--- src/radio_periph_pkg.sv ---
package radio_periph_pkg;

// Interrupt controller
localparam int IRQ_COUNT          = 8;
localparam int IRQ_CAPTURE_ACTIVE = 0; // High while the buffer fills
localparam int IRQ_CAPTURE_DONE   = 1;

// LED PWM
localparam int LED_COUNT = 3;
localparam int LED_PWM_W = 12;
localparam int LED_RED   = 0;
localparam int LED_GREEN = 1;
localparam int LED_BLUE  = 2;

// ADC capture buffer
localparam int ADC_DATA_W     = 16;
localparam int ADC_BUF_ADDR_W = 12;
localparam int ADC_BUF_DEPTH  = 1 << ADC_BUF_ADDR_W; // 4K samples

// One ADC sample with its overflow flag on top
typedef struct packed {
    logic                  ovf;
    logic [ADC_DATA_W-1:0] data;
} adc_sample_t;

// LED settings, all levels
typedef struct packed {
    logic                                enable;
    logic [LED_COUNT-1:0][LED_PWM_W-1:0] duty;
} led_cfg_t;

// Masks are levels, set and clear are single-cycle pulses
typedef struct packed {
    logic [IRQ_COUNT-1:0] set;
    logic [IRQ_COUNT-1:0] clear;
    logic [IRQ_COUNT-1:0] dsp_mask;
    logic [IRQ_COUNT-1:0] smc_mask;
} irq_cmd_t;

endpackage

--- src/irq_ctrl.sv ---
`timescale 1ns/10ps

module irq_ctrl import radio_periph_pkg::*;
(
    input  logic                 led_clk,
    input  logic                 adc_dpram_rst,
    input  logic [IRQ_COUNT-1:0] irq_lines,
    input  irq_cmd_t             irq_cmd,
    output logic [IRQ_COUNT-1:0] irq_pending,
    output logic                 smc_irq_n,
    output logic                 dsp_irq_n
);

logic [IRQ_COUNT-1:0] lines_q; // Line levels a cycle back
logic [IRQ_COUNT-1:0] rise;

assign rise = irq_lines & ~lines_q;

always_ff @(posedge led_clk)
    begin
        lines_q <= irq_lines;
    end

// Pending bits, set beats clear
always_ff @(posedge led_clk)
    begin
        if(adc_dpram_rst)
            irq_pending <= '0;
        else
            irq_pending <= (irq_pending & ~irq_cmd.clear) | irq_cmd.set | rise;
    end

// Active low while any unmasked line is pending
assign smc_irq_n = ~|(irq_pending & irq_cmd.smc_mask);
assign dsp_irq_n = ~|(irq_pending & irq_cmd.dsp_mask);

endmodule

--- config.mk ---
export PLATFORM = sky130hd
export DESIGN_NAME = irq_ctrl
export DESIGN_NICKNAME = d
export VERILOG_FILES = /design/src/radio_periph_pkg.sv /design/src/irq_ctrl.sv
export SDC_FILE = /design/constraint.sdc
export NUM_CORES = 1
export LEC_CHECK = 0
export ABC_CLOCK_PERIOD_IN_PS = 900
export BUFFER_PORTS_ARGS = -buffer_cell sky130_fd_sc_hd__buf_4
export CAP_MARGIN = 10
export CORE_MARGIN = 10
export CORE_UTILIZATION = 35
export DETAILED_ROUTE_END_ITERATION = 6
export HOLD_SLACK_MARGIN = 0.06
export MAX_ROUTING_LAYER = met4
export PLACE_DENSITY_LB_ADDON = 0.12
export SLEW_MARGIN = 10
export SYNTH_ARGS = -nofsm -noshare
export SYNTH_HDL_FRONTEND = slang
export SYNTH_SLANG_ARGS = --single-unit
--- constraint.sdc ---
create_clock -name led_clk -period 0.9 [get_ports led_clk]
set_input_delay 0.18 -clock led_clk [delete_from_list [all_inputs] [get_ports led_clk]]
set_output_delay 0.18 -clock led_clk [all_outputs]
set_load 0.02 [all_outputs]
After elaboration in Yosys (flattened, before gate mapping) --
Cells that the tools add are included.
Cells by class: bitwise gates (word level) 8, reductions and logical operators 4
Operators with widths (number):
- bitwise AND 8 bit | 4
- inverter 8 bit | 2
- bitwise OR 8 bit | 2
- OR reduction 8 bit | 2
- zero test 1 bit | 2
Storage, ports and cells: bits in registers 16, bits of input ports 42, output and inout bits 10, word-level logic and storage cells 14

Depth between registers and ports, before layout --
Gate-level depths: netlist of run 1.
word-level depth 4, gate-level depth with buffers 2, gate-level depth less buffers 2

Worst setup path before layout of run 1 --
No wires, ideal clock.
kind reg-to-output, start reg irq_pending[6], end out dsp_irq_n, arrival time 858 ps, required time 720 ps, path slack -138 ps, cell stages (with the launch flop) 3, path buffers 0, cell sequence dfxtp_1 -> a22oi_1 -> and4_1
On the way: longest elaborated chain between the ends 3
Ends and longest elaborated chain:
- start, declared | line irq_ctrl.sv:9 | output logic [IRQ_COUNT-1:0] irq_pending,
- start signal, assigned | line irq_ctrl.sv:30 | irq_pending <= (irq_pending & ~irq_cmd.clear) | irq_cmd.set | rise;
- bitwise AND 8 bit | line irq_ctrl.sv:35 | assign dsp_irq_n = ~|(irq_pending & irq_cmd.dsp_mask);
- OR reduction 8 bit | line irq_ctrl.sv:35
- zero test 1 bit | line irq_ctrl.sv:35
- end, declared | line irq_ctrl.sv:11 | output logic dsp_irq_n
No other way between the ends.

Worst setup path in the final report of run 1 --
start reg irq_pending[6], end out smc_irq_n
On the way: longest elaborated chain between the ends 3
Ends and longest elaborated chain:
- bitwise AND 8 bit | line irq_ctrl.sv:34 | assign smc_irq_n = ~|(irq_pending & irq_cmd.smc_mask);
- OR reduction 8 bit | line irq_ctrl.sv:34
- zero test 1 bit | line irq_ctrl.sv:34
- end, declared | line irq_ctrl.sv:10 | output logic smc_irq_n,
No other way between the ends.

==> impl_metrics.tcl, run 1 <==
set metrics [dict create \
    run_status "complete, but fails checks" \
    violations "setup timing" \
    clockPowerShare_pct 26.7 \
    remaining_drc_errors 0 \
    startpoint_type "flop" \
    synthToLayoutAreaGrowth_pct 128 \
    htreeDepth 1 \
    ys_seq_area_share_pct 54.9 \
    holdWs_ns 0.138 \
    synth.cell_area_um2 583 \
    place_congestion 0.672 \
    p_int_mw 1.34 \
    final-max-slew-violation-count 0 \
    place_area_um2 1060 \
    swShare_pct 24.5 \
    min_path_cells 2 \
    drt_pass1_iterations 4 \
    cap_violations 0 \
    synth_area_per_cell_um2 9.88 \
    ys_warn_count 0 \
    start_util_pct 37.8 \
    synth.area.top_cells "dfxtp_1 (55%), nand2b_1 (17%), a22oi_1 (10%), a31oi_1 (8.6%), inv_1 (5.2%)" \
    tns_ns -2.19 \
    wirelength_um 2230 \
    viasPerCell 4.74 \
    drive_gt1_share_pct 65.2 \
    io_buffers 51 \
    path_class "flop to output pin" \
    insertion_delay_ns 0.28 \
    cp.required_ns 0.72 \
    tightestPinTransition_ns 0.186 \
    ant_nets 0 \
    min_from "adc_dpram_rst" \
    clock_sinks 16 \
    r2r_start "irq_pending[6]" \
    hp-class "input port to flop" \
    grt_usage_pct 12.9 \
    holdPathEnd "irq_pending[7]" \
    dieHeight_um 60.8 \
    cts_buffer_depth 2 \
    dieArea_um2 3700 \
    period_needed_ns 1.36 \
    antenna_cells 0 \
    wl_per_cell_um 15.0 \
    yosys.area.top_type "dfxtp_1" \
    setup_violations 10 \
    seq_power_share_pct 44.8 \
    place_hpwl_um 1650 \
    stdcell_area_um2 1330 \
    cp-end-kind "output pin" \
    finalHoldViolations 0 \
    ff2ff_path_depth 4 \
    root_buffer "clkbuf_4" \
    ys_ff_latch 16 \
    clock.fmax_mhz 736 \
    max_slew_margin_pct 87.6 \
    ys_types 7 \
    final_util_pct 86.4 \
    peakVddDrop_v 0.00128 \
    grt_pass1_vias 757 \
    p_per_area_nw_per_um2 1330 \
    crit_fanout 3 \
    die_x_um 60.8 \
    min_period_over_period_pct 151 \
    vias 702 \
    arrival_ns 1.18 \
    antenna_found_initial 0 \
    initialDrtViolationCount 11 \
    io-pin-count 52 \
    final.setup.worst_slack_ns -0.459 \
    grt_max_degree 10 \
    p_sw_mw 0.434 \
    cts-buffers-inserted 3 \
    leakagePower_nw 0.635 \
    combPwrFrac_pct 28.5 \
    grt_pass1_wl_um 3530 \
    rsz0062_at_grt "yes" \
    yosysTopAreaCellShare_pct 54.9 \
    rr_endpoint "irq_pending[6]" \
    place_ws_ns -0.179 \
    synth_cells 59 \
    path_clk_slew_ns 0.09 \
    grt_overflow_total 0 \
    rows 14 \
    rrSetupSlack_ns 0.05 \
    fin_nets 175 \
    core-area_um2 1540 \
    synthesis.nets 101 \
    clock_skew_ns 0.00677 \
    cts_tree "done" \
]
==> critical path, stage by stage (launching register included) <==
cell and delay (ns):
dfxtp_2 0.35, a22oi_1 0.19, and4_4 0.25, buf_6 0.11
==> layout by cell type (no fill, tap or decap), drive strengths merged <==
cell type and instances:
dlygate4sd3 8, inv 8, nand2b 16, and4 2, clkbuf 4, a22oi 8
dfxtp 16, buf 62, a31oi 8
==> per-layer routing <==
layer	share of wire, %	track usage [%]	wire length [um]
met1	41	13.7	923
met2	52	22.7	1160
met3	6.1	2.92	136
met4	0.18	4.70	4
met5	0	-	0
==> cell usage after synthesis <==
cell type / number
dfxtp_1: 16
nand2b_1: 16
a22oi_1: 8
a31oi_1: 8
inv_1: 8
and4_1: 2
clkbuf_2: 1
==> final cells by class <==
cell class	count	area, um^2
clock buffer	4	36.3
fill	88	210
inverter	8	30.0
multi-input combinational	34	297
sequential	16	335
tap	16	20.0
timing repair buffer	70	613
==> registers in the layout, indices dropped and copies added, names as in the netlist <==
name and cells:
irq_pending 8, lines_q 8
==> cells by family (layout without fill, tap and decap cells) <==
group	Yosys count	after routing	synth area share, %
AND/OR/NAND/NOR	18	18	20.2
AO/OA/AOI/OAI	16	16	18.9
flip-flops	16	16	54.9
buffers and inverters	9	82	6.01
==> power groups by stage <==
stage	clock network, mW	logic, mW	registers, mW
after CTS	0.493	0.484	0.793
final	0.473	0.505	0.792
after global routing	0.517	0.542	0.801
after floorplan	0	0.101	0.833
after detailed placement	0	0.386	0.798
after global placement	0	0.380	0.796
==> through the flow <==
stage / total power [mW] / instances
final: 1.77 / 148
after global routing: 1.86 / 148
after CTS: 1.77 / 147
after detailed placement: 1.18 / 133
after global placement: 1.18 / 133
after floorplan: 0.935 / 59
==> repair_timing <==
action | in CTS | in global routing
hold buffers | 8 | 0
pin swaps | 0 | 3
endpoints found under the setup margin | 10 | 12
gates resized for setup | 24 | 6
hold endpoints to repair | 8 | 0
buffers inserted | 2 | 2
==> worst max-delay path by stage <==
stage,start,slack [ns],endpoint,cells past startpoint
after global placement,irq_pending[4],-0.17,dsp_irq_n,3
after floorplan,irq_pending[6],-0.07,dsp_irq_n,2
after CTS,irq_pending[0],-0.45,smc_irq_n,3
after detailed placement,irq_pending[0],-0.18,smc_irq_n,3
after global routing,irq_pending[0],-0.49,smc_irq_n,3
final,irq_pending[6],-0.46,smc_irq_n,3
(Power assumes the default switching activity.)
==> run 2, diff against run 1 <==
--- a/config.mk
+++ b/config.mk
@@ -5,12 +5,12 @@
 export SDC_FILE = /design/constraint.sdc
 export NUM_CORES = 1
 export LEC_CHECK = 0
-export ABC_CLOCK_PERIOD_IN_PS = 900
-export BUFFER_PORTS_ARGS = -buffer_cell sky130_fd_sc_hd__buf_4
+export ABC_CLOCK_PERIOD_IN_PS = 1600
 export CAP_MARGIN = 10
-export CORE_MARGIN = 10
-export CORE_UTILIZATION = 35
+export CORE_AREA = 10 10 47 49
 export DETAILED_ROUTE_END_ITERATION = 6
+export DIE_AREA = 0 0 57 59
+export DONT_BUFFER_PORTS = 1
 export HOLD_SLACK_MARGIN = 0.06
 export MAX_ROUTING_LAYER = met4
 export PLACE_DENSITY_LB_ADDON = 0.12
==> constraint.sdc (replaced) <==
create_clock -name led_clk -period 1.6 [get_ports led_clk]
set_input_delay 0.32 -clock led_clk [delete_from_list [all_inputs] [get_ports led_clk]]
set_output_delay 0.32 -clock led_clk [all_outputs]
set_load 0.02 [all_outputs]
==> run 2 against run 1 <==
The flow now finishes without violations. Wire length down 26%. Flip-flop and latch count is the same. Via count is 34% lower. Clock-buffer cell count decreased by 1. Register-to-register slack improved by 0.70 ns. Largest cell class is now flip-flops and latches.
==> impl_metrics.tcl, run 2 (synthesis gave the netlist of run 1 again) <==
set metrics [dict create \
    path_class "flop to output pin" \
    p_per_area_nw_per_um2 1030 \
    place_hpwl_um 1360 \
    path_clk_slew_ns 0.08 \
    grt_usage_pct 9.92 \
    cts_tree "done" \
    cts-buffers-inserted 3 \
    io-pin-count 52 \
    place_area_um2 598 \
    place_congestion 0.672 \
    multi_input_area_um2 243 \
    tns_ns 0 \
    clockPowerShare_pct 27.1 \
    cts_buffer_depth 2 \
    rows 14 \
    root_buffer "clkbuf_4" \
    wirelength_um 1650 \
    reg.largest.list "irq_pending: 8 flops, lines_q: 8 flops" \
    p_sw_mw 0.182 \
    final_common_cell "nand2b_1" \
    drt_pass1_iterations 4 \
    clock_skew_ns 0.0000953 \
    arrival_ns 1.22 \
    met2_usage_pct 15.0 \
    start_util_pct 41.6 \
    final_util_pct 51.2 \
    drive_gt1_share_pct 11.6 \
    num-fill-cells 133 \
    core-area_um2 1400 \
    combPwrFrac_pct 10.5 \
    antenna_found_initial 0 \
    ant_nets 0 \
    dieHeight_um 59 \
    regArea_um2 322 \
    postCtsSetupRepairBufs 0 \
    die_x_um 57 \
    remaining_drc_errors 0 \
    vias 462 \
    holdWs_ns 0.0916 \
    grt_pass1_wl_um 2570 \
    busiest_layer "met2" \
    io_buffers 0 \
    rsz0062_at_grt "no" \
    max_stage_delay_ns 0.41 \
    crit_fanout 4 \
    cp.required_ns 1.28 \
    grt_max_degree 9 \
    final-max-slew-violation-count 0 \
    cap_violations 0 \
    period_needed_ns 1.54 \
    finalHoldViolations 0 \
    setup_violations 0 \
    use_met3_pct 5.58 \
    gr-usage-met1_pct 9.78 \
    synthToLayoutAreaGrowth_pct 23.0 \
    swShare_pct 24.5 \
    p_int_mw 0.560 \
    min_period_over_period_pct 96.0 \
    max_slew_margin_pct 78.0 \
    insertion_delay_ns 0.27 \
    seq_power_share_pct 62.4 \
    viasPerCell 5.44 \
    startpoint_type "flop" \
    leakagePower_nw 0.296 \
    peakVddDrop_v 0.000477 \
    initialDrtViolationCount 15 \
    hp-class "input port to flop" \
    dieArea_um2 3360 \
    clock.fmax_mhz 651 \
    final_cell_mix "nand2b_1 (16), dfxtp_1 (15), inv_1 (8), a31oi_1 (8), dlygate4sd3_1 (8)" \
    wl_per_cell_um 19.4 \
    htreeDepth 1 \
    antenna_cells 0 \
    run_status "finished, final reports clean" \
    grt_pass1_vias 509 \
    fin_nets 113 \
    tightestPinTransition_ns 0.329 \
    cp-end-kind "output pin" \
    grt_overflow_total 0 \
    stdcell_area_um2 717 \
    crit_slowest_cell "dfxtp_1" \
    path_cells "a22oi_1 > and4_4" \
    clock_sinks 16 \
]
==> run 2: repair_timing <==
action,CTS,global route
pin swaps,0,0
endpoints found under the setup margin,2,2
gates cloned,0,0
endpoints found under the hold margin,8,0
hold buffers,8,0
gates resized for setup,3,4
==> run 2: final cells by class <==
type	count	share of cell area [%]
inverters	8	4.19
well taps	16	2.79
multi-input cells	34	33.9
flip-flops and latches	16	44.9
repair buffers	8	11.2
clock buffers	3	3.14
==> run 2: path summary, 6_finish.rpt <==
kind,to,from,slack (ns),depth (start not counted)
worst max-delay path,dsp_irq_n,irq_pending[0],0.06,2
worst min-delay path,irq_pending[6],adc_dpram_rst,0.09,1
worst max register to register,irq_pending[4],irq_pending[4],0.75,2
worst min register to register,irq_pending[6],lines_q[6],0.50,2
==> run 2: critical path, delay by kind of cell (launching register included) <==
kind,cells,cell delay [ns]
compound gates,1,0.24
simple gates,1,0.29
flops,1,0.41
==> run 2: layer usage <==
metal | wire length (um) | part of all wire (%)
met4 | 10 | 0.61
met2 | 829 | 50
met3 | 209 | 13
met1 | 598 | 36
met5 | 0 | 0
==> run 2: power by group through the flow <==
| stage | combinational (mW) | clock, mW | sequential (mW) |
|---|---|---|---|
| final | 0.0781 | 0.201 | 0.463 |
| after floorplan | 0.0507 | 0 | 0.465 |
| after CTS | 0.0752 | 0.218 | 0.462 |
| after detailed placement | 0.0558 | 0 | 0.471 |
| after global placement | 0.0549 | 0 | 0.471 |
| after global routing | 0.0874 | 0.230 | 0.466 |
==> run 2: per-stage QoR <==
| stage | total power, mW | setup slack [ns] | std cells |
|---|---|---|---|
| after detailed placement | 0.527 | 0.300 | 74 |
| after global routing | 0.784 | 0.00174 | 85 |
| after floorplan | 0.516 | 0.422 | 59 |
| after CTS | 0.755 | 0.00264 | 85 |
| after global placement | 0.526 | 0.307 | 74 |
| final | 0.741 | 0.0644 | 85 |
