**config.mk**
```make
export PLATFORM = sky130hd
export DESIGN_NAME = led_pwm
export DESIGN_NICKNAME = d
export VERILOG_FILES = /design/src/radio_periph_pkg.sv /design/src/led_pwm.sv
export SDC_FILE = /design/constraint.sdc
export NUM_CORES = 1
export LEC_CHECK = 0
export ABC_AREA = 1
export BUFFER_PORTS_ARGS = -buffer_cell sky130_fd_sc_hd__buf_2
export CELL_PAD_IN_SITES_DETAIL_PLACEMENT = 1
export CELL_PAD_IN_SITES_GLOBAL_PLACEMENT = 1
export CORE_MARGIN = 8
export CORE_UTILIZATION = 34
export CTS_BUF_LIST = sky130_fd_sc_hd__clkbuf_16
export DETAILED_ROUTE_END_ITERATION = 7
export PLACE_DENSITY_LB_ADDON = 0.1
export SKIP_CTS_REPAIR_TIMING = 1
export SYNTH_ARGS = -nofsm -noshare
export SYNTH_HDL_FRONTEND = slang
export SYNTH_SLANG_ARGS = --single-unit
export TNS_END_PERCENT = 100
```
**constraint.sdc**
```tcl
create_clock -name led_clk -period 1.5 [get_ports led_clk]
set_input_delay 0.225 -clock led_clk [delete_from_list [all_inputs] [get_ports led_clk]]
set_output_delay 0.225 -clock led_clk [all_outputs]
set_load 0.05 [all_outputs]
```
**src/radio_periph_pkg.sv**
```systemverilog
package radio_periph_pkg;

// Interrupt controller
localparam int IRQ_COUNT          = 8;
localparam int IRQ_CAPTURE_ACTIVE = 0; // High while the buffer fills
localparam int IRQ_CAPTURE_DONE   = 1;

// LED PWM
localparam int LED_COUNT = 3;
localparam int LED_PWM_W = 12;
localparam int LED_RED   = 0;
localparam int LED_GREEN = 1;
localparam int LED_BLUE  = 2;

// ADC capture buffer
localparam int ADC_DATA_W     = 16;
localparam int ADC_BUF_ADDR_W = 12;
localparam int ADC_BUF_DEPTH  = 1 << ADC_BUF_ADDR_W; // 4K samples

// One ADC sample with its overflow flag on top
typedef struct packed {
    logic                  ovf;
    logic [ADC_DATA_W-1:0] data;
} adc_sample_t;

// LED settings, all levels
typedef struct packed {
    logic                                enable;
    logic [LED_COUNT-1:0][LED_PWM_W-1:0] duty;
} led_cfg_t;

// Masks are levels, set and clear are single-cycle pulses
typedef struct packed {
    logic [IRQ_COUNT-1:0] set;
    logic [IRQ_COUNT-1:0] clear;
    logic [IRQ_COUNT-1:0] dsp_mask;
    logic [IRQ_COUNT-1:0] smc_mask;
} irq_cmd_t;

endpackage

```
**src/led_pwm.sv**
```systemverilog
`timescale 1ns/10ps

module led_pwm import radio_periph_pkg::*;
(
    input  logic     led_clk,
    input  logic     adc_dpram_rst,
    input  led_cfg_t led_cfg,
    output logic     red_led,
    output logic     green_led,
    output logic     blue_led
);

logic [LED_PWM_W-1:0] pwm_cnt; // Shared by all channels
logic [LED_COUNT-1:0] led_q;

always_ff @(posedge led_clk)
    begin
        if(adc_dpram_rst || !led_cfg.enable)
            pwm_cnt <= '0;
        else
            pwm_cnt <= pwm_cnt + 1'b1; // Wraps every 4096 cycles
    end

for(genvar i = 0; i < LED_COUNT; i++)
    begin : g_chan
        always_ff @(posedge led_clk)
            begin
                if(adc_dpram_rst || !led_cfg.enable || led_cfg.duty[i] == '0)
                    led_q[i] <= 1'b0;
                else if(pwm_cnt == '0)
                    led_q[i] <= 1'b1; // Start of period
                else if(pwm_cnt == led_cfg.duty[i])
                    led_q[i] <= 1'b0;
            end
    end

assign red_led   = led_q[LED_RED];
assign green_led = led_q[LED_GREEN];
assign blue_led  = led_q[LED_BLUE];

endmodule

```
After elaboration in Yosys (flattened, before gate mapping)
Index checks and enable logic that the tools add are counted.
Word-level totals
  output and inout port bits: 3
  flip-flop bits (word level): 15
Cells by class
  mux-type cells: 6
  add/sub/neg operators: 1
  reduce and logical (&&, ||, !) cells: 12
  equality and inequality tests: 3
Operators by type and width (number)
  $logic_not 12->1: 4
  $eq 12x12->1: 3
  $add 12x1->12 const B: 1
  $mux 1: 6
  $reduce_bool 2->1: 3
  $logic_or 1x1->1: 4
  $logic_not 1->1: 1

Depth between registers and ports, before layout
Gate-level depths: netlist of the first run.
  word-level depth: 3
  mapped depth: 8
  depth with buffers taken out: 8

Worst setup path before layout of the first run
OpenSTA, ideal clock, no wires.
  path type: register -> register
  from: register pwm_cnt[0]
  to: register led_q[2] (netlist: blue_led)
  setup time: 0.070 ns
  setup slack: 0.297 ns
  arrival time: 1.134 ns
  cell stages (with the launch flop): 8
  cells stage by stage: dfxtp_1 -> clkbuf_2 -> inv_2 -> ha_1 -> nand3_1 -> nor3_1 -> nand4_1 -> a21oi_1
On the way
  cells in the longest elaborated chain, start to end: 2
RTL lines
  start, declared: line led_pwm.sv:13  | logic [LED_PWM_W-1:0] pwm_cnt;
  start signal, assigned: line led_pwm.sv:21  | pwm_cnt <= pwm_cnt + 1'b1;
  $eq 12x12->1 or $logic_not 12->1 (tied branches): line led_pwm.sv:32, led_pwm.sv:30
  $reduce_bool 2->1 (no line) or $mux 1 (tied branches)
  end signal, assigned by index: line led_pwm.sv:29  | led_q[i] <= 1'b0;
  end signal, assigned by index: line led_pwm.sv:31  | led_q[i] <= 1'b1;
  end signal, assigned by index: line led_pwm.sv:33  | led_q[i] <= 1'b0;
  end, declared: line led_pwm.sv:14  | logic [LED_COUNT-1:0] led_q;
Parallel ways exist; a longest one is shown, timed or not.
A chain may end at the register's enable or synchronous reset.

Final worst setup path of the first run
  from: register pwm_cnt[0]
  to: register pwm_cnt[8]
On the way
  cells in the longest elaborated chain, start to end: 1
RTL lines (line)
  $add 12x1->12: led_pwm.sv:21
No other way between the ends.

==> results_tabular.tex, run 1 <==
\begin{tabular}{lr}
\hline
Metric & Value \\
\hline
\multicolumn{2}{l}{\textbf{Outcome}} \\
\quad Outcome & finished, final reports clean \\
\multicolumn{2}{l}{\textbf{Setup path}} \\
\quad Launching instance or port of the critical path & pwm\_cnt[0] \\
\quad Endpoint class of the critical path & flip-flop \\
\quad Data required time at the worst endpoint & $\sim$1600 ps \\
\quad Data arrival at the endpoint of the critical path & approximately 1500 ps \\
\quad Worst Setup Path Type & flip-flop to flip-flop \\
\quad Launch instance of the worst register-to-register path & pwm\_cnt[0] \\
\quad Kind of launch point of the worst setup path & flip-flop \\
\quad Maximum net fanout on the critical path & 3 \\
\multicolumn{2}{l}{\textbf{Clock network}} \\
\quad Clock transition at path regs & roughly 50 ps \\
\quad Level count of the clock H-tree & 1 \\
\quad Clock network latency to the later pin of the worst-skew pair & 250 ps \\
\quad CTS tree & done \\
\quad CTS Buffer Depth & 2 \\
\quad CTS Root Buffer Type & clkbuf\_16 \\
\quad Clock sinks & 15 \\
\quad Number of CTS-inserted buffers & 3 \\
\multicolumn{2}{l}{\textbf{Flow run}} \\
\quad Max capacitance violation total & 0 \\
\multicolumn{2}{l}{\textbf{Floorplan}} \\
\quad Initial cell density of the core & between 30\% and 40\% \\
\quad Height of the chip & between 70 and 80 µm \\
\quad Number of ports placed on the die boundary & between 40 and 50 \\
\quad Std cell rows & 22 \\
\quad Floorplan core area & roughly 3700 µm² \\
\quad Die ar. & 6100 µm² \\
\quad Overall die width & 78.1 µm \\
\multicolumn{2}{l}{\textbf{Drt}} \\
\quad Via count & between 1000 and 1500 \\
\quad Routed Antenna Nets & 0 \\
\quad First-pass DRT Iterations & 4 \\
\quad Mean routed wirelength per cell & 13.9 µm \\
\quad Average vias per placed instance & about 4.8 \\
\quad Residual DRC count & 0 \\
\quad Wire length reported by the detailed router & $\sim$4300 µm \\
\quad Detailed Route Iter0 Violations & 16 \\
\multicolumn{2}{l}{\textbf{Layout}} \\
\quad Most frequent cells in the layout & nand2\_1 (78), buf\_2 (41), inv\_1 (27) \\
\quad Nets & around 310 \\
\quad Share of post-route cells with drive strength above 1 & approximately 24\% \\
\quad Final core occ & a little under half \\
\quad Leading cell type in the layout, fill and taps excluded & nand2\_1 \\
\quad Antenna diode count & 0 \\
\quad Non-filler instance count after layout & approximately 310 \\
\quad Area growth from synthesis to final layout & 27.7\% \\
\quad Filler cell count in the final layout & between 500 and 600 \\
\quad Post-route cell area & around 1700 µm² \\
\multicolumn{2}{l}{\textbf{Placed design}} \\
\quad Post-DP HPWL & $\sim$3700 µm \\
\quad Count of input and output buffers & between 40 and 50 \\
\quad Placed Cells incl. Taps & a little over 300 \\
\quad Post-DP Area & around 1600 µm² \\
\quad Final weighted congestion in routability-driven placement & $\sim$0.75 \\
\multicolumn{2}{l}{\textbf{Synthesis}} \\
\quad Warning count from the yosys run & 0 \\
\quad Post-Syn Instances & 217 \\
\quad Register bit total from synthesis & 15 \\
\quad Combined area of all synthesized cells & roughly 1300 µm² \\
\quad Library cells used by synthesis & 27 \\
\quad Part of the Yosys area used for sequential elements & between 20\% and 30\% \\
\quad Avg Synthesized Cell Area & between 6 and 7 µm² \\
\quad Post-Syn Nets & roughly 260 \\
\multicolumn{2}{l}{\textbf{STA}} \\
\quad Max Clock Freq & around 720 MHz \\
\quad Final worst path period share & between 90 and 100\% \\
\quad Number of pins exceeding their max-slew limit in the final report & 0 \\
\quad Post-route minimum period & 1380 ps \\
\quad Worst max-slew margin expressed relative to the limit & 66.0\% \\
\quad Final number of setup-violating endpoints & 0 \\
\quad Final hold viol count & 0 \\
\quad Hold\_ws & about 360 ps \\
\quad Final total negative setup slack & 0 ps \\
\quad Unrepaired setup endpoints after global routing & false \\
\quad Fin Clk Skew & 2.96 ps \\
\quad Worst Tran Pin Value & between 500 and 600 ps \\
\multicolumn{2}{l}{\textbf{Worst hold path}} \\
\quad HP Class & primary input to flip-flop \\
\quad Min-delay src & led\_cfg[19] \\
\multicolumn{2}{l}{\textbf{Pwr}} \\
\quad Worst IR drop on VDD & $\sim$0.61 mV \\
\quad Total power per unit cell area & $\sim$700 nW/µm² \\
\quad Leakage power total & approximately 0.00082 µW \\
\multicolumn{2}{l}{\textbf{GRT}} \\
\quad Wire length of the first global-routing pass & $\sim$7300 µm \\
\quad Total congestion overflow & 0 \\
\quad Initial antenna violation count & 0 \\
\quad Pin count of the biggest net entering global routing & 10 \\
\quad Gr usage total & 14.5\% \\
\quad Vias in the first global route & $\sim$1600 \\
\hline
\end{tabular}
-- power by group --
part           switching, µW  leakage (µW)  internal (µW)
clock                    176     0.0000409            357
sequential              5.38      0.000123            407
combinational            124      0.000656           98.5
-- cell families after synthesis --
| logic type | count (synthesis) | synth area share [%] |
|---|---|---|
| AO/OA/AOI/OAI | 14 | 5.63 |
| adder cells (fa/ha/maj) | 2 | 1.91 |
| flip-flops | 15 | 22.9 |
| AND/OR/NAND/NOR | 127 | 42.8 |
| XOR/XNOR | 22 | 14.7 |
| buffers and inverters | 37 | 12.0 |
-- metal layers --
layer	vias up	part of all wire, %	GRT usage [%]
li1	766	-	-
met1	684	46	17.7
met2	31	48	24.9
met3	6	4.7	3.53
met4	0	1.5	3.33
met5	-	0	0
-- worst max-delay path, stage by stage, from the launching register on --
cell and delay (ps):
dfxtp_1 370, ha_1 190, nand2_1 60, inv_1 100, nand3_1 110, nor2_2 150, nand2_1 90, o21ai_1 140
a21oi_1 50
-- stage by stage --
step           total power [µW]  worst slack [ps]
2_1_floorplan               539               297
3_3_place_gp                640               183
3_5_place_dp                645               124
4_1_cts                    1170               110
5_1_grt                    1210              12.5
6_report                   1170               117
-- cell type report --
cell class	instances	area, µm²	share of cell area, %
well taps	48	60.1	3.59
repair buffers	49	265	15.8
multi-input cells	165	853	51.0
flip-flops and latches	15	303	18.1
clock buffers	3	75.1	4.48
clock inverters	1	5.00	0.299
inverters	30	113	6.73
-- cell usage after synthesis (all sizes together) --
cell,n,area [µm²]
dfxtp,15,300
a21oi,8,40.0
buf,5,35.0
o21a,1,7.51
clkbuf,2,10.0
o21ai,4,20.0
nor2,20,85.1
xnor2,21,184
nor3,6,46.3
ha,2,25.0
a31oi,1,6.26
xor2,1,8.76
nand2,79,299
nor4,10,62.6
nand3,9,50.1
inv,30,113
or2,1,6.26
nand4,2,12.5
-- registers in the layout, indices dropped and copies added, names as in the netlist --
signal     count
pwm_cnt       12
blue_led       1
green_led      1
red_led        1
-- worst paths after layout --
| kind | endpoint | slack, ps | depth (start not counted) |
|---|---|---|---|
| max | pwm_cnt[8] | 120 | 8 |
| min | green_led | 360 | 5 |
| max reg2reg | pwm_cnt[8] | 120 | 8 |
| min reg2reg | green_led | 460 | 2 |
Note: power is estimated with default switching activity, not from simulation.
==> inputs of run 2 (changes only) <==
REMOVE_ABC_BUFFERS = 1   (was default)
==> run 2 against run 1 <==
Net effect:
- combinational power about the same
- cell area up 0.22%
- power down 0.73%
- routed wire length down 4.4%
- sequential cell count unchanged
- hold slack better by 7.4 ps
- count of clock-buffer cells in the layout unchanged
- utilization up 0.10 points
- register-to-register slack better by 40 ps
- cell count down 0.32%
- sequential share of layout area about the same
- via count down 2.9%
- critical path type unchanged
- largest cell class unchanged
- largest power group unchanged
==> results_tabular.tex, run 2 (same netlist as run 1, synthesis figures left out) <==
\begin{tabular}{lr}
\hline
Metric & Value \\
\hline
\multicolumn{2}{l}{\textbf{Outcome}} \\
\quad Outcome & finished, final reports clean \\
\multicolumn{2}{l}{\textbf{Pwr}} \\
\quad Leakage power total & 0.000817 µW (-0.41\%) \\
\quad Switching share of total power & 25.5\% (-0.57 points) \\
\quad Worst IR drop on VDD & 0.446 mV (-27\%) \\
\quad Total power per unit cell area & 690 nW/µm² (-0.95\%) \\
\quad Net switching component of the power & 296 µW (-2.9\%) \\
\quad Register share of total power & 35.7\% (+0.4 points) \\
\quad Part of the power in combinational logic & 19.0\% (about the same) \\
\quad Share of power burned in the clock network & 45.3\% (-0.3 points) \\
\quad Cell internal pwr & 863 µW (about the same) \\
\multicolumn{2}{l}{\textbf{Drt}} \\
\quad Mean routed wirelength per cell & 13.4 µm (-4.1\%) \\
\quad Average vias per placed instance & 4.66 (-2.6\%) \\
\quad Detailed Route Iter0 Violations & 29 (+13) \\
\quad Via count & 1444 (-2.9\%) \\
\quad Residual DRC count & 0 (unchanged) \\
\quad First-pass DRT Iterations & 4 (unchanged) \\
\quad Routed Antenna Nets & 0 (unchanged) \\
\quad Wire length reported by the detailed router & 4150 µm (-4.4\%) \\
\multicolumn{2}{l}{\textbf{GRT}} \\
\quad Pin count of the biggest net entering global routing & 10 (unchanged) \\
\quad Vias in the first global route & 1527 (-3.0\%) \\
\quad Total congestion overflow & 0 (unchanged) \\
\quad Wire length of the first global-routing pass & 7120 µm (-2.3\%) \\
\quad Gr usage total & 14.0\% (-0.53 points) \\
\quad Initial antenna violation count & 0 (unchanged) \\
\multicolumn{2}{l}{\textbf{Clock network}} \\
\quad Clock transition at path regs & 50 ps (about the same) \\
\quad Clock sinks & 15 (unchanged) \\
\quad Number of CTS-inserted buffers & 3 (unchanged) \\
\quad CTS Buffer Depth & 2 (unchanged) \\
\quad Level count of the clock H-tree & 1 (unchanged) \\
\quad Clock network latency to the later pin of the worst-skew pair & 250 ps (about the same) \\
\quad CTS Root Buffer Type & clkbuf\_16 \\
\quad CTS tree & done \\
\multicolumn{2}{l}{\textbf{Layout}} \\
\quad Nets & 304 (-0.33\%) \\
\quad Non-filler instance count after layout & 310 (-0.32\%) \\
\quad Antenna diode count & 0 (unchanged) \\
\quad Leading cell type in the layout, fill and taps excluded & nand2\_1 \\
\quad Final core occ & 45.5\% (+0.10 points) \\
\quad Area growth from synthesis to final layout & 28.0\% \\
\quad Max reg flops & 12 (unchanged) \\
\quad Register bank with the most flops & pwm\_cnt \\
\quad Most frequent cells in the layout & nand2\_1 (77), buf\_2 (41), inv\_1 (27) \\
\quad Share of post-route cells with drive strength above 1 & 24.8\% (+0.47 points) \\
\multicolumn{2}{l}{\textbf{Setup path}} \\
\quad CP max stage delay & 360 ps (about the same) \\
\quad Endpoint class of the critical path & flip-flop \\
\quad Data arrival at the endpoint of the critical path & 1470 ps (-40 ps) \\
\quad Slowest-stage cell, CP & dfxtp\_2 \\
\quad CP cell instances & ha\_1 > nand2\_1 > inv\_1 > nand3\_1 > nor2\_4 > nand2\_2 > o21ai\_2 > a21oi\_1 \\
\quad Data required time at the worst endpoint & 1620 ps (about the same) \\
\quad Worst Setup Path Type & flip-flop to flip-flop \\
\quad Family with the most delay on the worst path & simple AND/OR/NAND/NOR gates \\
\quad Bufs and invs on worst path & 1 (unchanged) \\
\quad Kind of launch point of the worst setup path & flip-flop \\
\quad Maximum net fanout on the critical path & 4 (+1) \\
\multicolumn{2}{l}{\textbf{Floorplan}} \\
\quad Std cell rows & 22 (unchanged) \\
\quad Initial cell density of the core & 35.5\% (unchanged) \\
\quad Die ar. & 6100 µm² (unchanged) \\
\quad Number of ports placed on the die boundary & 42 (unchanged) \\
\quad Overall die width & 78.1 µm (unchanged) \\
\quad Height of the chip & 78.1 µm (unchanged) \\
\quad Floorplan core area & 3690 µm² (unchanged) \\
\multicolumn{2}{l}{\textbf{Placed design}} \\
\quad Placed Cells incl. Taps & 306 (-0.33\%) \\
\quad Post-DP HPWL & 3570 µm (-3.4\%) \\
\quad Count of input and output buffers & 41 (unchanged) \\
\quad Final weighted congestion in routability-driven placement & 0.755 (+0.77\%) \\
\multicolumn{2}{l}{\textbf{Flow run}} \\
\quad Max capacitance violation total & 0 (unchanged) \\
\multicolumn{2}{l}{\textbf{STA}} \\
\quad Final hold viol count & 0 (unchanged) \\
\quad Number of pins exceeding their max-slew limit in the final report & 0 (unchanged) \\
\quad Post-route minimum period & 1350 ps (-37.4 ps) \\
\quad Max Clock Freq & 743 MHz (+2.8\%) \\
\quad Final number of setup-violating endpoints & 0 (unchanged) \\
\quad Worst max-slew margin expressed relative to the limit & 74.4\% (+8.4 points) \\
\quad Final worst path period share & 89.7\% (-2.5 points) \\
\quad Worst Tran Pin Value & 381 ps (-125 ps) \\
\quad Fin Clk Skew & 2.94 ps (-0.0126 ps) \\
\multicolumn{2}{l}{\textbf{Worst hold path}} \\
\quad HP Class & primary input to flip-flop \\
\hline
\end{tabular}
## run 2: changes by cell type in the layout (fill, tap and decap cells not counted), sizes merged
cell and delta:
buf -1
## run 2: worst register-to-register path, stage by stage (launching register included)
cell and delay [ps]:
dfxtp_2 360, ha_1 180, nand2_1 50, inv_1 90
nand3_1 140, nor2_4 170, nand2_2 70, o21ai_2 120
a21oi_1 50
## run 2: cell type report
class / instances / area (µm²)
Inverter: 30 / 113
Fill cell: 543 / 2010
Clock inverter: 1 / 5.00
Timing Repair Buffer: 48 / 258
Sequential cell: 15 / 303
Multi-Input combinational cell: 165 / 865
Clock buffer: 3 / 75.1
Tap cell: 48 / 60.1
## run 2: final timing paths
kind         slack [ps]  startpoint    endpoint  depth (start not counted)
max                 150  pwm_cnt[0]  pwm_cnt[8]                          8
min reg2reg         440  pwm_cnt[0]  pwm_cnt[0]                          1
min                 370  led_cfg[8]     red_led                          5
max reg2reg         150  pwm_cnt[0]  pwm_cnt[8]                          8
## run 2: power by group through the flow
stage | clock network, µW | logic, µW | registers (µW)
after global routing | 558 | 250 | 414
after floorplan | 0 | 96.7 | 440
after CTS | 532 | 223 | 413
final | 525 | 220 | 414
after global placement | 0 | 218 | 421
after detailed placement | 0 | 222 | 421
## run 2: through the flow
stage	hold WS [ps]	area (µm²)	power, µW	setup TNS (ps)	worst slack, ps
after global routing	410	1680	1220	-5.26	-5.26
after global placement	456	1580	639	0	201
after CTS	384	1660	1170	0	110
after floorplan	446	1270	537	0	192
final	371	1680	1160	0	154
after detailed placement	460	1580	643	0	128
## run 2: metal layers
| metal | GRT usage (%) | share of wire [%] | up-vias |
|---|---|---|---|
| met5 | 0 | 0 | - |
| met2 | 22.8 | 47 | 24 |
| li1 | - | - | 765 |
| met4 | 3.33 | 0.92 | 0 |
| met1 | 18.4 | 49 | 650 |
| met3 | 2.62 | 3.8 | 5 |
