`config.mk`:
```
export PLATFORM = sky130hd
export DESIGN_NAME = radio_ctrl_regs
export DESIGN_NICKNAME = d
export VERILOG_FILES = /design/src/radio_regs_pkg.sv /design/src/radio_periph_pkg.sv /design/src/radio_ctrl_regs.sv
export SDC_FILE = /design/constraint.sdc
export NUM_CORES = 1
export LEC_CHECK = 0
export ABC_AREA = 1
export BUFFER_PORTS_ARGS = -buffer_cell sky130_fd_sc_hd__clkbuf_2
export CELL_PAD_IN_SITES_DETAIL_PLACEMENT = 1
export CELL_PAD_IN_SITES_GLOBAL_PLACEMENT = 2
export CORE_MARGIN = 2
export CORE_UTILIZATION = 27
export CTS_CLUSTER_DIAMETER = 50
export CTS_CLUSTER_SIZE = 14
export DETAILED_ROUTE_END_ITERATION = 8
export GPL_TIMING_DRIVEN = 0
export PLACE_DENSITY = 0.8
export SLEW_MARGIN = 10
export SYNTH_ARGS = -nofsm -noshare
export SYNTH_HDL_FRONTEND = slang
export SYNTH_SLANG_ARGS = --single-unit
```
`constraint.sdc`:
```
create_clock -name led_clk -period 2.96 [get_ports led_clk]
set_input_delay 0.296 -clock led_clk [delete_from_list [all_inputs] [get_ports led_clk]]
set_output_delay 0.296 -clock led_clk [all_outputs]
set_load 0.05 [all_outputs]
```
`src/radio_regs_pkg.sv`:
```
package radio_regs_pkg;

// Host port widths
localparam int REG_ADDR_W  = 7;
localparam int REG_DATA_W  = 32;
localparam int IRQ_FIELD_W = 8; // One byte per IRQ field

// Register map
localparam logic [REG_ADDR_W-1:0] REG_ID               = 7'h00;
localparam logic [REG_ADDR_W-1:0] REG_IRQ_CNTRL_STATUS = 7'h02;
localparam logic [REG_ADDR_W-1:0] REG_LED_CNTRL        = 7'h10;
localparam logic [REG_ADDR_W-1:0] REG_RED_LED_DUTY     = 7'h11;
localparam logic [REG_ADDR_W-1:0] REG_GREEN_LED_DUTY   = 7'h12;
localparam logic [REG_ADDR_W-1:0] REG_BLUE_LED_DUTY    = 7'h13;
localparam logic [REG_ADDR_W-1:0] REG_ADC_BUF_CNTRL    = 7'h20;
localparam logic [REG_ADDR_W-1:0] REG_ADC_BUF_ADDR     = 7'h21;
localparam logic [REG_ADDR_W-1:0] REG_ADC_BUF_DATA     = 7'h22;

localparam logic [REG_DATA_W-1:0] DEVICE_ID = 32'hDADC0001;

// Host request, held stable until ack falls
typedef struct packed {
    logic                  req;
    logic                  wr;    // 1 for write, 0 for read
    logic [REG_ADDR_W-1:0] addr;
    logic [REG_DATA_W-1:0] wdata;
} host_req_t;

typedef struct packed {
    logic                  ack;
    logic [REG_DATA_W-1:0] rdata;
} host_rsp_t;

// IRQ word as the host writes it
typedef struct packed {
    logic [IRQ_FIELD_W-1:0] set;
    logic [IRQ_FIELD_W-1:0] clear;
    logic [IRQ_FIELD_W-1:0] dsp_mask;
    logic [IRQ_FIELD_W-1:0] smc_mask;
} irq_wr_view_t;

// IRQ word as the host reads it back
typedef struct packed {
    logic [IRQ_FIELD_W-1:0] zero;
    logic [IRQ_FIELD_W-1:0] pending;
    logic [IRQ_FIELD_W-1:0] dsp_mask;
    logic [IRQ_FIELD_W-1:0] smc_mask;
} irq_rd_view_t;

typedef union packed {
    irq_wr_view_t wr;
    irq_rd_view_t rd;
} irq_word_u;

endpackage

```
`src/radio_periph_pkg.sv`:
```
package radio_periph_pkg;

// Interrupt controller
localparam int IRQ_COUNT          = 8;
localparam int IRQ_CAPTURE_ACTIVE = 0; // High while the buffer fills
localparam int IRQ_CAPTURE_DONE   = 1;

// LED PWM
localparam int LED_COUNT = 3;
localparam int LED_PWM_W = 12;
localparam int LED_RED   = 0;
localparam int LED_GREEN = 1;
localparam int LED_BLUE  = 2;

// ADC capture buffer
localparam int ADC_DATA_W     = 16;
localparam int ADC_BUF_ADDR_W = 12;
localparam int ADC_BUF_DEPTH  = 1 << ADC_BUF_ADDR_W; // 4K samples

// One ADC sample with its overflow flag on top
typedef struct packed {
    logic                  ovf;
    logic [ADC_DATA_W-1:0] data;
} adc_sample_t;

// LED settings, all levels
typedef struct packed {
    logic                                enable;
    logic [LED_COUNT-1:0][LED_PWM_W-1:0] duty;
} led_cfg_t;

// Masks are levels, set and clear are single-cycle pulses
typedef struct packed {
    logic [IRQ_COUNT-1:0] set;
    logic [IRQ_COUNT-1:0] clear;
    logic [IRQ_COUNT-1:0] dsp_mask;
    logic [IRQ_COUNT-1:0] smc_mask;
} irq_cmd_t;

endpackage

```
`src/radio_ctrl_regs.sv`:
```
`timescale 1ns/10ps

module radio_ctrl_regs
    import radio_regs_pkg::*;
    import radio_periph_pkg::*;
(
    input  logic                      led_clk,
    input  logic                      adc_dpram_rst,
    input  host_req_t                 host_req,
    output host_rsp_t                 host_rsp,
    output led_cfg_t                  led_cfg,
    output irq_cmd_t                  irq_cmd,
    output logic                      capture_trig,
    output logic [ADC_BUF_ADDR_W-1:0] buf_rd_addr,
    input  logic                      capture_busy,
    input  adc_sample_t               buf_rd_data,
    input  logic [IRQ_COUNT-1:0]      irq_pending
);

logic                  ack_q;
logic [REG_DATA_W-1:0] rdata_q;
logic                  access;   // New request this cycle
logic                  auto_inc; // Data reads advance the read address
logic [REG_DATA_W-1:0] rd_word;
irq_word_u             irq_wr;
irq_word_u             irq_rd;

assign access = host_req.req && !ack_q;
assign irq_wr = host_req.wdata;

assign host_rsp = '{ack: ack_q, rdata: rdata_q};

// Four-phase handshake
always_ff @(posedge led_clk)
    begin
        if(adc_dpram_rst)
            ack_q <= 1'b0;
        else if(access)
            ack_q <= 1'b1;
        else if(!host_req.req)
            ack_q <= 1'b0; // Host has let go
    end

// Read data is latched on the access edge
always_ff @(posedge led_clk)
    begin
        if(access && !host_req.wr)
            rdata_q <= rd_word;
    end

// Register storage and write pulses
always_ff @(posedge led_clk)
    begin
        if(adc_dpram_rst)
            begin
                led_cfg <= '0;
                irq_cmd <= '0;
                capture_trig <= 1'b0;
                auto_inc <= 1'b0;
                buf_rd_addr <= '0;
            end
        else
            begin
                irq_cmd.set <= '0;
                irq_cmd.clear <= '0;
                capture_trig <= 1'b0;

                if(access && host_req.wr)
                    begin
                        case(host_req.addr)
                            REG_IRQ_CNTRL_STATUS:
                                begin
                                    irq_cmd.smc_mask <= irq_wr.wr.smc_mask;
                                    irq_cmd.dsp_mask <= irq_wr.wr.dsp_mask;
                                    irq_cmd.clear <= irq_wr.wr.clear;
                                    irq_cmd.set <= irq_wr.wr.set;
                                end
                            REG_LED_CNTRL:
                                led_cfg.enable <= host_req.wdata[0];
                            REG_RED_LED_DUTY:
                                led_cfg.duty[LED_RED] <= host_req.wdata[LED_PWM_W-1:0];
                            REG_GREEN_LED_DUTY:
                                led_cfg.duty[LED_GREEN] <= host_req.wdata[LED_PWM_W-1:0];
                            REG_BLUE_LED_DUTY:
                                led_cfg.duty[LED_BLUE] <= host_req.wdata[LED_PWM_W-1:0];
                            REG_ADC_BUF_CNTRL:
                                begin
                                    capture_trig <= host_req.wdata[0]; // Ignored by the buffer if busy
                                    auto_inc <= host_req.wdata[1];
                                end
                            REG_ADC_BUF_ADDR:
                                buf_rd_addr <= host_req.wdata[ADC_BUF_ADDR_W-1:0];
                            default:
                                ;
                        endcase
                    end

                // Step to the next sample after each data read
                if(access && !host_req.wr && host_req.addr == REG_ADC_BUF_DATA && auto_inc)
                    buf_rd_addr <= buf_rd_addr + 1'b1;
            end
    end

// IRQ status word as seen by the host
always_comb
    begin
        irq_rd.rd.zero = '0;
        irq_rd.rd.pending = irq_pending;
        irq_rd.rd.dsp_mask = irq_cmd.dsp_mask;
        irq_rd.rd.smc_mask = irq_cmd.smc_mask;
    end

// Read mux, unmapped addresses return zero
always_comb
    begin
        case(host_req.addr)
            REG_ID:
                rd_word = DEVICE_ID;
            REG_IRQ_CNTRL_STATUS:
                rd_word = irq_rd;
            REG_LED_CNTRL:
                rd_word = REG_DATA_W'(led_cfg.enable);
            REG_RED_LED_DUTY:
                rd_word = REG_DATA_W'(led_cfg.duty[LED_RED]);
            REG_GREEN_LED_DUTY:
                rd_word = REG_DATA_W'(led_cfg.duty[LED_GREEN]);
            REG_BLUE_LED_DUTY:
                rd_word = REG_DATA_W'(led_cfg.duty[LED_BLUE]);
            REG_ADC_BUF_CNTRL:
                rd_word = REG_DATA_W'({capture_busy, auto_inc, 1'b0}); // Trigger is write only
            REG_ADC_BUF_ADDR:
                rd_word = REG_DATA_W'(buf_rd_addr);
            REG_ADC_BUF_DATA:
                rd_word = REG_DATA_W'(buf_rd_data); // Overflow lands in bit 16
            default:
                rd_word = '0;
        endcase
    end

endmodule

```
# After elaboration in Yosys (flattened, before gate mapping)
# Cells that the tools add are included.
totals:
  elab_cells: 51
  out_inout_bits: 115
  in_bits: 69
  reg_bits: 116
op_classes:
  bitwise_logic: 3
  reduce_logical: 19
  muxes: 6
  add_sub_neg: 1
  eq_ne: 9
op_table:
  columns: ["cell", "n"]
  rows:
  - ["one-hot mux 32 bit (9 select lines)", 1]
  - ["two-way mux 12 bit", 3]
  - ["equality test 7 x 5 -> 1 bit, second input constant", 4]
  - ["equality test 7 x 6 -> 1 bit, second input constant", 3]
  - ["AND reduction 2 bit", 7]
  - ["adder 12 x 1 -> 12 bit, second input constant", 1]
  - ["equality test 7 x 2 -> 1 bit, second input constant", 1]
  - ["zero test 7 bit", 1]
  - ["OR reduction 3 bit", 2]
  - ["logical AND 1 bit", 5]
  - ["nonzero test 2 bit", 2]
  - ["inverter 1 bit", 3]
  - ["zero test 1 bit", 2]
  - ["two-way mux 1 bit", 2]
  - ["inequality test 2 x 1 -> 1 bit, second input constant", 1]

# Depth between registers and ports, before layout
# Gate-level depths: netlist of the first run.
logic_depth:
  depth_word: 7
  ltp_mapped: 10
  mapped_depth_nobuf: 9

# Worst setup path before layout of the first run
# OpenSTA, ideal clock, no wires.
synth_path:
  path_kind: "register -> register"
  start: "register ack_q"
  end: "register buf_rd_addr[2]"
  setup_ns: 0.119
  path_buffers: 1
  arrival_time_ns: 2.303
  required_time_ns: 2.841
  path_stages_with_launch: 10
  path_slack_ns: 0.538
  path_cell_list: "dfxtp_1 > inv_1 > nand2_1 > nor2_1 > nand2_1 > nor2_2 > buf_4 > nand3_1 > o211ai_1 > nor2_1"
synth_between:
  elab_chain_len: 7
  elab_cells_between_ends: 10
  classes_between: "1 x mux; 9 x reduce/logical"
synth_rtl:
  columns: ["item", "line_no", "rtl"]
  rows:
  - ["start: declaration", "radio_ctrl_regs.sv:20", "logic ack_q;"]
  - ["start signal: assignment", "radio_ctrl_regs.sv:37", "ack_q <= 1'b0;"]
  - ["start signal: assignment", "radio_ctrl_regs.sv:39", "ack_q <= 1'b1;"]
  - ["start signal: assignment", "radio_ctrl_regs.sv:41", "ack_q <= 1'b0;"]
  - ["zero test 1 bit *", "radio_ctrl_regs.sv:28", "assign access = host_req.req && !ack_q;"]
  - ["logical AND 1 bit *", "radio_ctrl_regs.sv:28", null]
  - ["logical AND 1 bit (3 in series)", "radio_ctrl_regs.sv:99", "if(access && !host_req.wr && host_req.addr == REG_ADC_BUF_DATA && auto_inc)"]
  - ["nonzero test 2 bit (no line)", null, null]
  - ["AND reduction 2 bit (no line)", null, null]
  - ["end signal: assignment", "radio_ctrl_regs.sv:92", "buf_rd_addr <= host_req.wdata[ADC_BUF_ADDR_W-1:0];"]
  - ["end signal: assignment", "radio_ctrl_regs.sv:100", "buf_rd_addr <= buf_rd_addr + 1'b1;"]
  - ["end: declaration", "radio_ctrl_regs.sv:14", "output logic [ADC_BUF_ADDR_W-1:0] buf_rd_addr,"]
# Mark *: on every way between the ends. The rest lies on a longest branch, timed or not.
# A chain may end at the register's enable or synchronous reset.

# Final worst setup path of the first run
layout_path:
  start: "register ack_q"
  end: "register led_cfg[9] in the netlist's numbering"
layout_between:
  elab_chain_len: 4
layout_rtl:
  columns: ["item", "line_no", "rtl"]
  rows:
  - ["zero test 1 bit", "radio_ctrl_regs.sv:28", null]
  - ["logical AND 1 bit", "radio_ctrl_regs.sv:28", null]
  - ["logical AND 1 bit", "radio_ctrl_regs.sv:68", "if(access && host_req.wr)"]
  - ["AND reduction 2 bit (no line)", null, null]
  - ["end: declaration", "radio_ctrl_regs.sv:11", "output led_cfg_t led_cfg,"]
# Every way passes these cells.

==> results of run 1 <==
-- logic make-up (layout without fill, tap and decap cells) --
group	after synthesis	in the layout
DFF	109	109
adders and majority gates	1	1
buffers and inverters	129	325
other	1	3
AOI/OAI and AO/OA	136	136
and+or+nand+nor	266	266
xor gates and xnor gates	2	2
-- layout make-up --
| cell class | instances | area (um2) |
|---|---|---|
| clock inverters | 4 | 36.3 |
| repair buffers | 180 | 923 |
| clock buffers | 12 | 278 |
| well taps | 229 | 287 |
| multi-input cells | 408 | 1950 |
| flip-flops and latches | 109 | 2430 |
| inverters | 93 | 350 |
| plain buffers | 36 | 208 |
| fillers | 2294 | 11500 |
-- registers in the layout, summed over array words and instances, names as in the netlist --
signal / flops
led_cfg: 37
irq_cmd: 32
rdata_q: 25
buf_rd_addr: 12
ack_q: 1
auto_inc: 1
capture_trig: 1
-- how the worst max path moves through the flow --
stage	startpoint	to	slack [ps]	cells after the start
2_1_floorplan	ack_q	buf_rd_addr[2]	540	9
3_3_place_gp	host_req[40]	buf_rd_addr[9]	-600	9
3_5_place_dp	host_req[35]	rdata_q[8]	980	9
4_1_cts	ack_q	led_cfg[9]	1190	7
5_1_grt	ack_q	led_cfg[9]	1030	7
6_report	ack_q	led_cfg[9]	1230	7
-- synth_stat cells, types with 2 or more instances --
cell type	instances
sky130_fd_sc_hd__clkbuf_1	11
sky130_fd_sc_hd__nor2_1	75
sky130_fd_sc_hd__buf_2	13
sky130_fd_sc_hd__edfxtp_1	25
sky130_fd_sc_hd__nand3_1	42
sky130_fd_sc_hd__buf_6	3
sky130_fd_sc_hd__nand4_1	3
sky130_fd_sc_hd__o21ai_0	30
sky130_fd_sc_hd__dfxtp_1	84
sky130_fd_sc_hd__inv_1	86
sky130_fd_sc_hd__nor3_1	17
sky130_fd_sc_hd__nand2_1	111
sky130_fd_sc_hd__a21oi_1	48
sky130_fd_sc_hd__a21oi_2	10
sky130_fd_sc_hd__xor2_1	2
sky130_fd_sc_hd__nand3_2	4
sky130_fd_sc_hd__o22ai_1	10
sky130_fd_sc_hd__nor2_4	4
sky130_fd_sc_hd__o21ai_1	36
sky130_fd_sc_hd__nand2_2	5
sky130_fd_sc_hd__inv_2	6
sky130_fd_sc_hd__nor2_2	2
sky130_fd_sc_hd__buf_4	9
-- layer usage --
metal / GRT usage (%) / vias up / wire (um)
li1: - / 2458 / -
met1: 25.3 / 2261 / 8490
met5: 0 / - / 0
met3: 3.63 / 23 / 887
met4: 5.85 / 0 / 375
met2: 31.8 / 134 / 8660
-- through the flow --
stage	cells	hold slack, ps	cell area [um2]	setup WS, ps
after floorplan	646	403	4940	538
after global placement	1054	464	6120	-602
after detailed placement	1055	467	6150	982
after CTS	1071	115	6470	1190
after global routing	1071	118	6470	1030
final	1071	124	6470	1230
-- worst max-delay path, delay by kind of cell (launching register included) --
kind	cells	cell delay (ps)
AOI/OAI and AO/OA	2	240
buffers and inverters	3	590
DFF	1	310
and+or+nand+nor	2	450
-- power groups by stage --
stage | clock, uW | combinational, uW | sequential (uW)
3_5_place_dp | 0 | 218 | 1560
6_report | 1280 | 218 | 1530
5_1_grt | 1360 | 236 | 1530
2_1_floorplan | 0 | 77.6 | 1600
3_3_place_gp | 0 | 212 | 1570
4_1_cts | 1310 | 219 | 1530
==> qor.txt, run 1 <==
outcome: completed
fraction of power consumed by the clock network: 42.2%
standard cell core area: 0.0180 mm2
antenna violations before repair: 0
Ports: 184
dominant register cell in the synthesized netlist: sky130_fd_sc_hd__dfxtp_1
commonest cells after routing, fill and taps aside: sky130_fd_sc_hd__clkbuf_2 (179), sky130_fd_sc_hd__nand2_1 (111), sky130_fd_sc_hd__inv_1 (86), sky130_fd_sc_hd__dfxtp_1 (84), sky130_fd_sc_hd__nor2_1 (74)
number of routed nets with antenna violations: 0
diode count: 0
number of vias in the routed layout: 4876
Util after Layout: 36.0%
reg-to-reg setup timing slack: 1230 ps
Power, Total: 3020 uW
number of warnings reported in the yosys synthesis log: 0
number of gates given a new drive strength after cts: 0
count of buffers added by post-CTS timing repair for setup: 0
critical path peak fanout: 10
Simple-Gate Fraction of Synth Area: 23.7%
post-synthesis cell area: 0.00493 mm2
Clock Skew: 7.08 ps
worst hold path startpoint: host_req[20]
clock tree from TritonCTS: built
Tightest Hold Check Type: primary input to flop
path depth of the worst reg2reg path: 7
class of the most critical setup path: flop to flop
most common cell after layout, fill and taps aside: sky130_fd_sc_hd__clkbuf_2
Compound-Gate Fraction of Synth Area: 15.0%
slowest stage delay, CP: 310 ps
IR Drop Worst-Case VDD: 0.261 mV
maximum achievable frequency: 0.578 GHz
maximum root-to-sink buffer count: 2
share of total power in combinational logic: 7.2%
dominant combinational cell family by area after synthesis: simple AND/OR/NAND/NOR gates
overall die width: 139 um
distinct cell type count after synthesis: 31
crit-path cells: inv_1 -> nand3_2 -> inv_2 -> nand3_1 -> buf_2 -> o21ai_0 -> a21oi_1
Crit Reg-Reg Endpoint: led_cfg[9]
worst flop-to-flop path startpoint: ack_q
Total Nets Final: 907
mux cell area share after synthesis: 0%
sequential fraction of design power: 50.6%
first-pass iteration count of the detailed router: 5
H-tree level count: 3
last weighted congestion value of the routability-driven placer: 0.827
area of the die: 0.0194 mm2
Total GRT Usage: 19.1%
final hold violation count: 0
Tmin final: 1730 ps
post-synthesis cell type with the largest combined area: sky130_fd_sc_hd__dfxtp_1
maximum number of pins on one net before global-route repair: 21
count of cells along the worst hold path: 3
number of max-cap violations: 0
DR WL/cell: 17.2 um
Slowest-stage cell, CP: sky130_fd_sc_hd__dfxtp_1
latest clock arrival within the worst-skew pair: 360 ps
Post-Synth Adder-Cell Area: 0.254%
hold buffer count at cts: 0
sequential fraction of the synthesis area: 49.4%
slew at the pin closest to its max-slew limit: 649 ps
clock transition time at the flip-flop clock pins of the worst setup and hold paths: 80 ps
instance count of the mapped netlist: 644
share of final-layout standard cells stronger than drive strength 1: 30.3%
RSZ-0062 raised after global routing: false
arrival time of the worst setup path: 1960 ps
share of synthesized registers carrying an async set or reset: 0%
signed area change from the synthesized netlist to the final layout: 31.2%
flip-flop and latch count after synthesis: 109
final setup violating endpoints: 0
internal power contribution: 2270 uW
sum of overflow across all layers after global routing: 0
headroom to the max-slew limit: 56.7%
Initial Util: 27.4%
fraction of synthesized cell area taken by the top area cell type: 34.1%
top post-synthesis cells by area: sky130_fd_sc_hd__dfxtp_1 (34%), sky130_fd_sc_hd__edfxtp_1 (15%), sky130_fd_sc_hd__nand2_1 (8.5%)
post-route setup TNS: 0 ps
number of global-route vias before repair: 5021
# DRC: 0
global-route wire length before repair: 28700 um
number of DRC violations after detailed-routing iteration 0: 266
XOR/XNOR Fraction of Synth Area: 0.355%
final number of max-transition violations: 0
net load switching power: 755 uW
Core Rows: 49
power density relative to cell area: 468 mW/mm2
total clock buffers created by CTS: 9
final critical-path share of the clock period: 58.5%
CP endpoint kind: flop
average size of a mapped cell: 7.65 um2
capture endpoint of the worst hold path: irq_cmd[20]
required time of the worst setup path: 3190 ps
DPL Wire Length: 14400 um
clock tree root buffer cell: sky130_fd_sc_hd__clkbuf_16
wire length after detailed routing: 18400 um
number of enable-type register cells in the synthesized netlist: 25
y dimension of the die: 139 um
# clock sinks: 109
CP Launch Type: flop
Avg Vias per Cell: 4.55
input/output buffers: 179
Sw Share: 25.0%
P_leak: 0.00291 uW
Note: power is estimated with default switching activity, not from simulation.
==> run 2: changes to the inputs <==
Clock period 2.96 ns to 1.8 ns, I/O delays scaled along.
==> qor.txt, run 2 (synthesis results as in run 1) <==
launch point of the critical path: ack_q (unchanged)
Util after Layout: 35.9% (was 36.0%)
# DRC: 0 (unchanged)
worst slack at placement: -413 ps (was 982 ps)
arrival time of the worst setup path: 1660 ps (was 1960 ps)
max FFs per register: 37 (unchanged)
Slowest-stage cell, CP: sky130_fd_sc_hd__nor2_2 (was sky130_fd_sc_hd__dfxtp_1)
headroom to the max-slew limit: 45.7% (was 56.7%)
# clock sinks: 109 (unchanged)
crit-path cells: inv_1 -> nand2_1 -> nor2_2 (was inv_1 -> nand3_2 -> inv_2 -> nand3_1 -> buf_2 -> o21ai_0 -> a21oi_1)
slew at the pin closest to its max-slew limit: 814 ps (was 649 ps)
count of filler cells inserted in the layout: 2281 (was 2294)
global-route wire length before repair: 29200 um (was 28700 um)
Tightest Hold Check Type: primary input to flop (unchanged)
most common cell after layout, fill and taps aside: sky130_fd_sc_hd__clkbuf_2 (unchanged)
RSZ-0062 raised after global routing: false (unchanged)
clock transition time at the flip-flop clock pins of the worst setup and hold paths: 80 ps (about the same)
number of vias in the routed layout: 4894 (was 4876)
Avg Vias per Cell: 4.57 (was 4.55)
slowest stage delay, CP: 700 ps (was 310 ps)
final setup violating endpoints: 0 (unchanged)
worst hold path startpoint: host_req[18] (was host_req[20])
clock tree from TritonCTS: built (unchanged)
input/output buffers: 179 (unchanged)
area taken by multi-input logic gates: 0.00197 mm2 (was 0.00195 mm2)
P_leak: 0.00289 uW (was 0.00291 uW)
sum of overflow across all layers after global routing: 0 (unchanged)
CP endpoint kind: flop (unchanged)
DR WL/cell: 17.5 um (was 17.2 um)
final number of max-transition violations: 0 (unchanged)
number of DRC violations after detailed-routing iteration 0: 240 (was 266)
total area of sequential cells: 0.00243 mm2 (unchanged)
y dimension of the die: 139 um (unchanged)
share of final-layout standard cells stronger than drive strength 1: 30.5% (was 30.3%)
power density relative to cell area: 767 mW/mm2 (was 468 mW/mm2)
worst flop-to-flop path startpoint: ack_q (unchanged)
Clock Skew: 7.20 ps (was 7.08 ps)
PnR worst setup slack: 126 ps (was 1230 ps)
latest clock arrival within the worst-skew pair: 360 ps (about the same)
maximum root-to-sink buffer count: 2 (unchanged)
DPL Wire Length: 14400 um (about the same)
total clock buffers created by CTS: 9 (unchanged)
Total GRT Usage: 19.4% (was 19.1%)
maximum number of pins on one net before global-route repair: 18 (was 21)
class of the most critical setup path: flop to flop (unchanged)
hold buffer count at cts: 0 (unchanged)
maximum achievable frequency: 0.597 GHz (was 0.578 GHz)
diode count: 0 (unchanged)
number of routed nets with antenna violations: 0 (unchanged)
wire length after detailed routing: 18700 um (was 18400 um)
Ports: 184 (unchanged)
commonest cells after routing, fill and taps aside: sky130_fd_sc_hd__clkbuf_2 (179), sky130_fd_sc_hd__nand2_1 (111), sky130_fd_sc_hd__inv_1 (86), sky130_fd_sc_hd__dfxtp_1 (84), sky130_fd_sc_hd__nor2_1 (73) (was sky130_fd_sc_hd__clkbuf_2 (179), sky130_fd_sc_hd__nand2_1 (111), sky130_fd_sc_hd__inv_1 (86), sky130_fd_sc_hd__dfxtp_1 (84), sky130_fd_sc_hd__nor2_1 (74))
largest reg by FF count: led_cfg (unchanged)
outcome: completed (unchanged)
standard cell core area: 0.0180 mm2 (unchanged)
antenna violations before repair: 0 (unchanged)
Tmin final: 1670 ps (was 1730 ps)
number of max-cap violations: 0 (unchanged)
CP Launch Type: flop (unchanged)
signed area change from the synthesized netlist to the final layout: 30.8% (was 31.2%)
first-pass iteration count of the detailed router: 4 (was 5)
overall die width: 139 um (unchanged)
critical path peak fanout: 13 (was 10)
Initial Util: 27.4% (unchanged)
final critical-path share of the clock period: 93.0% (was 58.5%)
largest registers: led_cfg x37, irq_cmd x32, rdata_q x25 (unchanged)
final hold violation count: 0 (unchanged)
area of the die: 0.0194 mm2 (unchanged)
Total Nets Final: 908 (was 907)
IR Drop Worst-Case VDD: 0.475 mV (was 0.261 mV)
H-tree level count: 3 (unchanged)
required time of the worst setup path: 1790 ps (was 3190 ps)
Core Rows: 49 (unchanged)
clock tree root buffer cell: sky130_fd_sc_hd__clkbuf_16 (unchanged)
last weighted congestion value of the routability-driven placer: 0.826 (was 0.827)
number of global-route vias before repair: 5058 (was 5021)
==> run 2: changes by cell type in the layout (fill, tap and decap cells not counted), sizes merged <==
cell / previous run / this run
clkinv: 3 / 2
nor2: 81 / 82
clkbuf: 202 / 201
bufinv: 0 / 1
clkinvlp: 1 / 2
==> run 2: layout make-up <==
cell class                 count  share of cell area, %
buffer                        36                   3.22
clock inverter                 5                  0.912
inverter                      93                   5.43
sequential                   109                   37.7
timing repair buffer         180                   14.0
multi-input combinational    409                   30.5
tap                          229                   4.44
clock buffer                  11                   3.76
==> run 2: metal layers <==
layer | global-route usage (%) | routed length (um) | vias up
met2 | 32.6 | 8740 | 147
met4 | 5.05 | 263 | 0
met1 | 25.8 | 8590 | 2275
met5 | 0 | 0 | -
met3 | 3.66 | 1150 | 14
li1 | - | - | 2458
==> run 2: critical path: cells and delay by family, from the launching register on <==
family / cells / cell delay, ps
flip-flops: 1 / 320
AND/OR/NAND/NOR: 2 / 890
buffers and inverters: 1 / 90
==> run 2: report_power, final <==
group          total (uW)  internal, uW  switching (uW)
Sequential           2520          2510            5.51
Combinational         356           102             254
Clock                2080          1120             953
Total                4950          3730            1210
==> run 2: path summary, 6_finish.rpt <==
| kind | slack, ps | cells after the start | to |
|---|---|---|---|
| hold reg to reg | 480 | 2 | irq_cmd[5] |
| setup / recovery | 130 | 3 | rdata_q[23] |
| hold / removal | 10 | 3 | irq_cmd[18] |
| setup reg to reg | 130 | 3 | rdata_q[23] |
==> run 2: per-stage QoR <==
step | cell area (um2) | hold slack, ps | setup TNS [ps] | instances | power, uW
after floorplan | 4940 | 287 | 0 | 646 | 2750
after global placement | 6130 | 380 | -3430 | 1054 | 2920
after CTS | 6440 | 0.240 | 0 | 1072 | 5010
after global routing | 6450 | 4.21 | 0 | 1072 | 5130
final | 6450 | 13.8 | 0 | 1072 | 4950
after detailed placement | 6130 | 383 | -3820 | 1054 | 2920
==> run 2: repair_timing <==
item,4_1_cts,5_1_grt
hold endpoints to repair,0,0
cloned,1,0
gates resized for setup,0,2
setup buffers,1,0
pin swaps,1,0
endpoints found under the setup margin,11,13
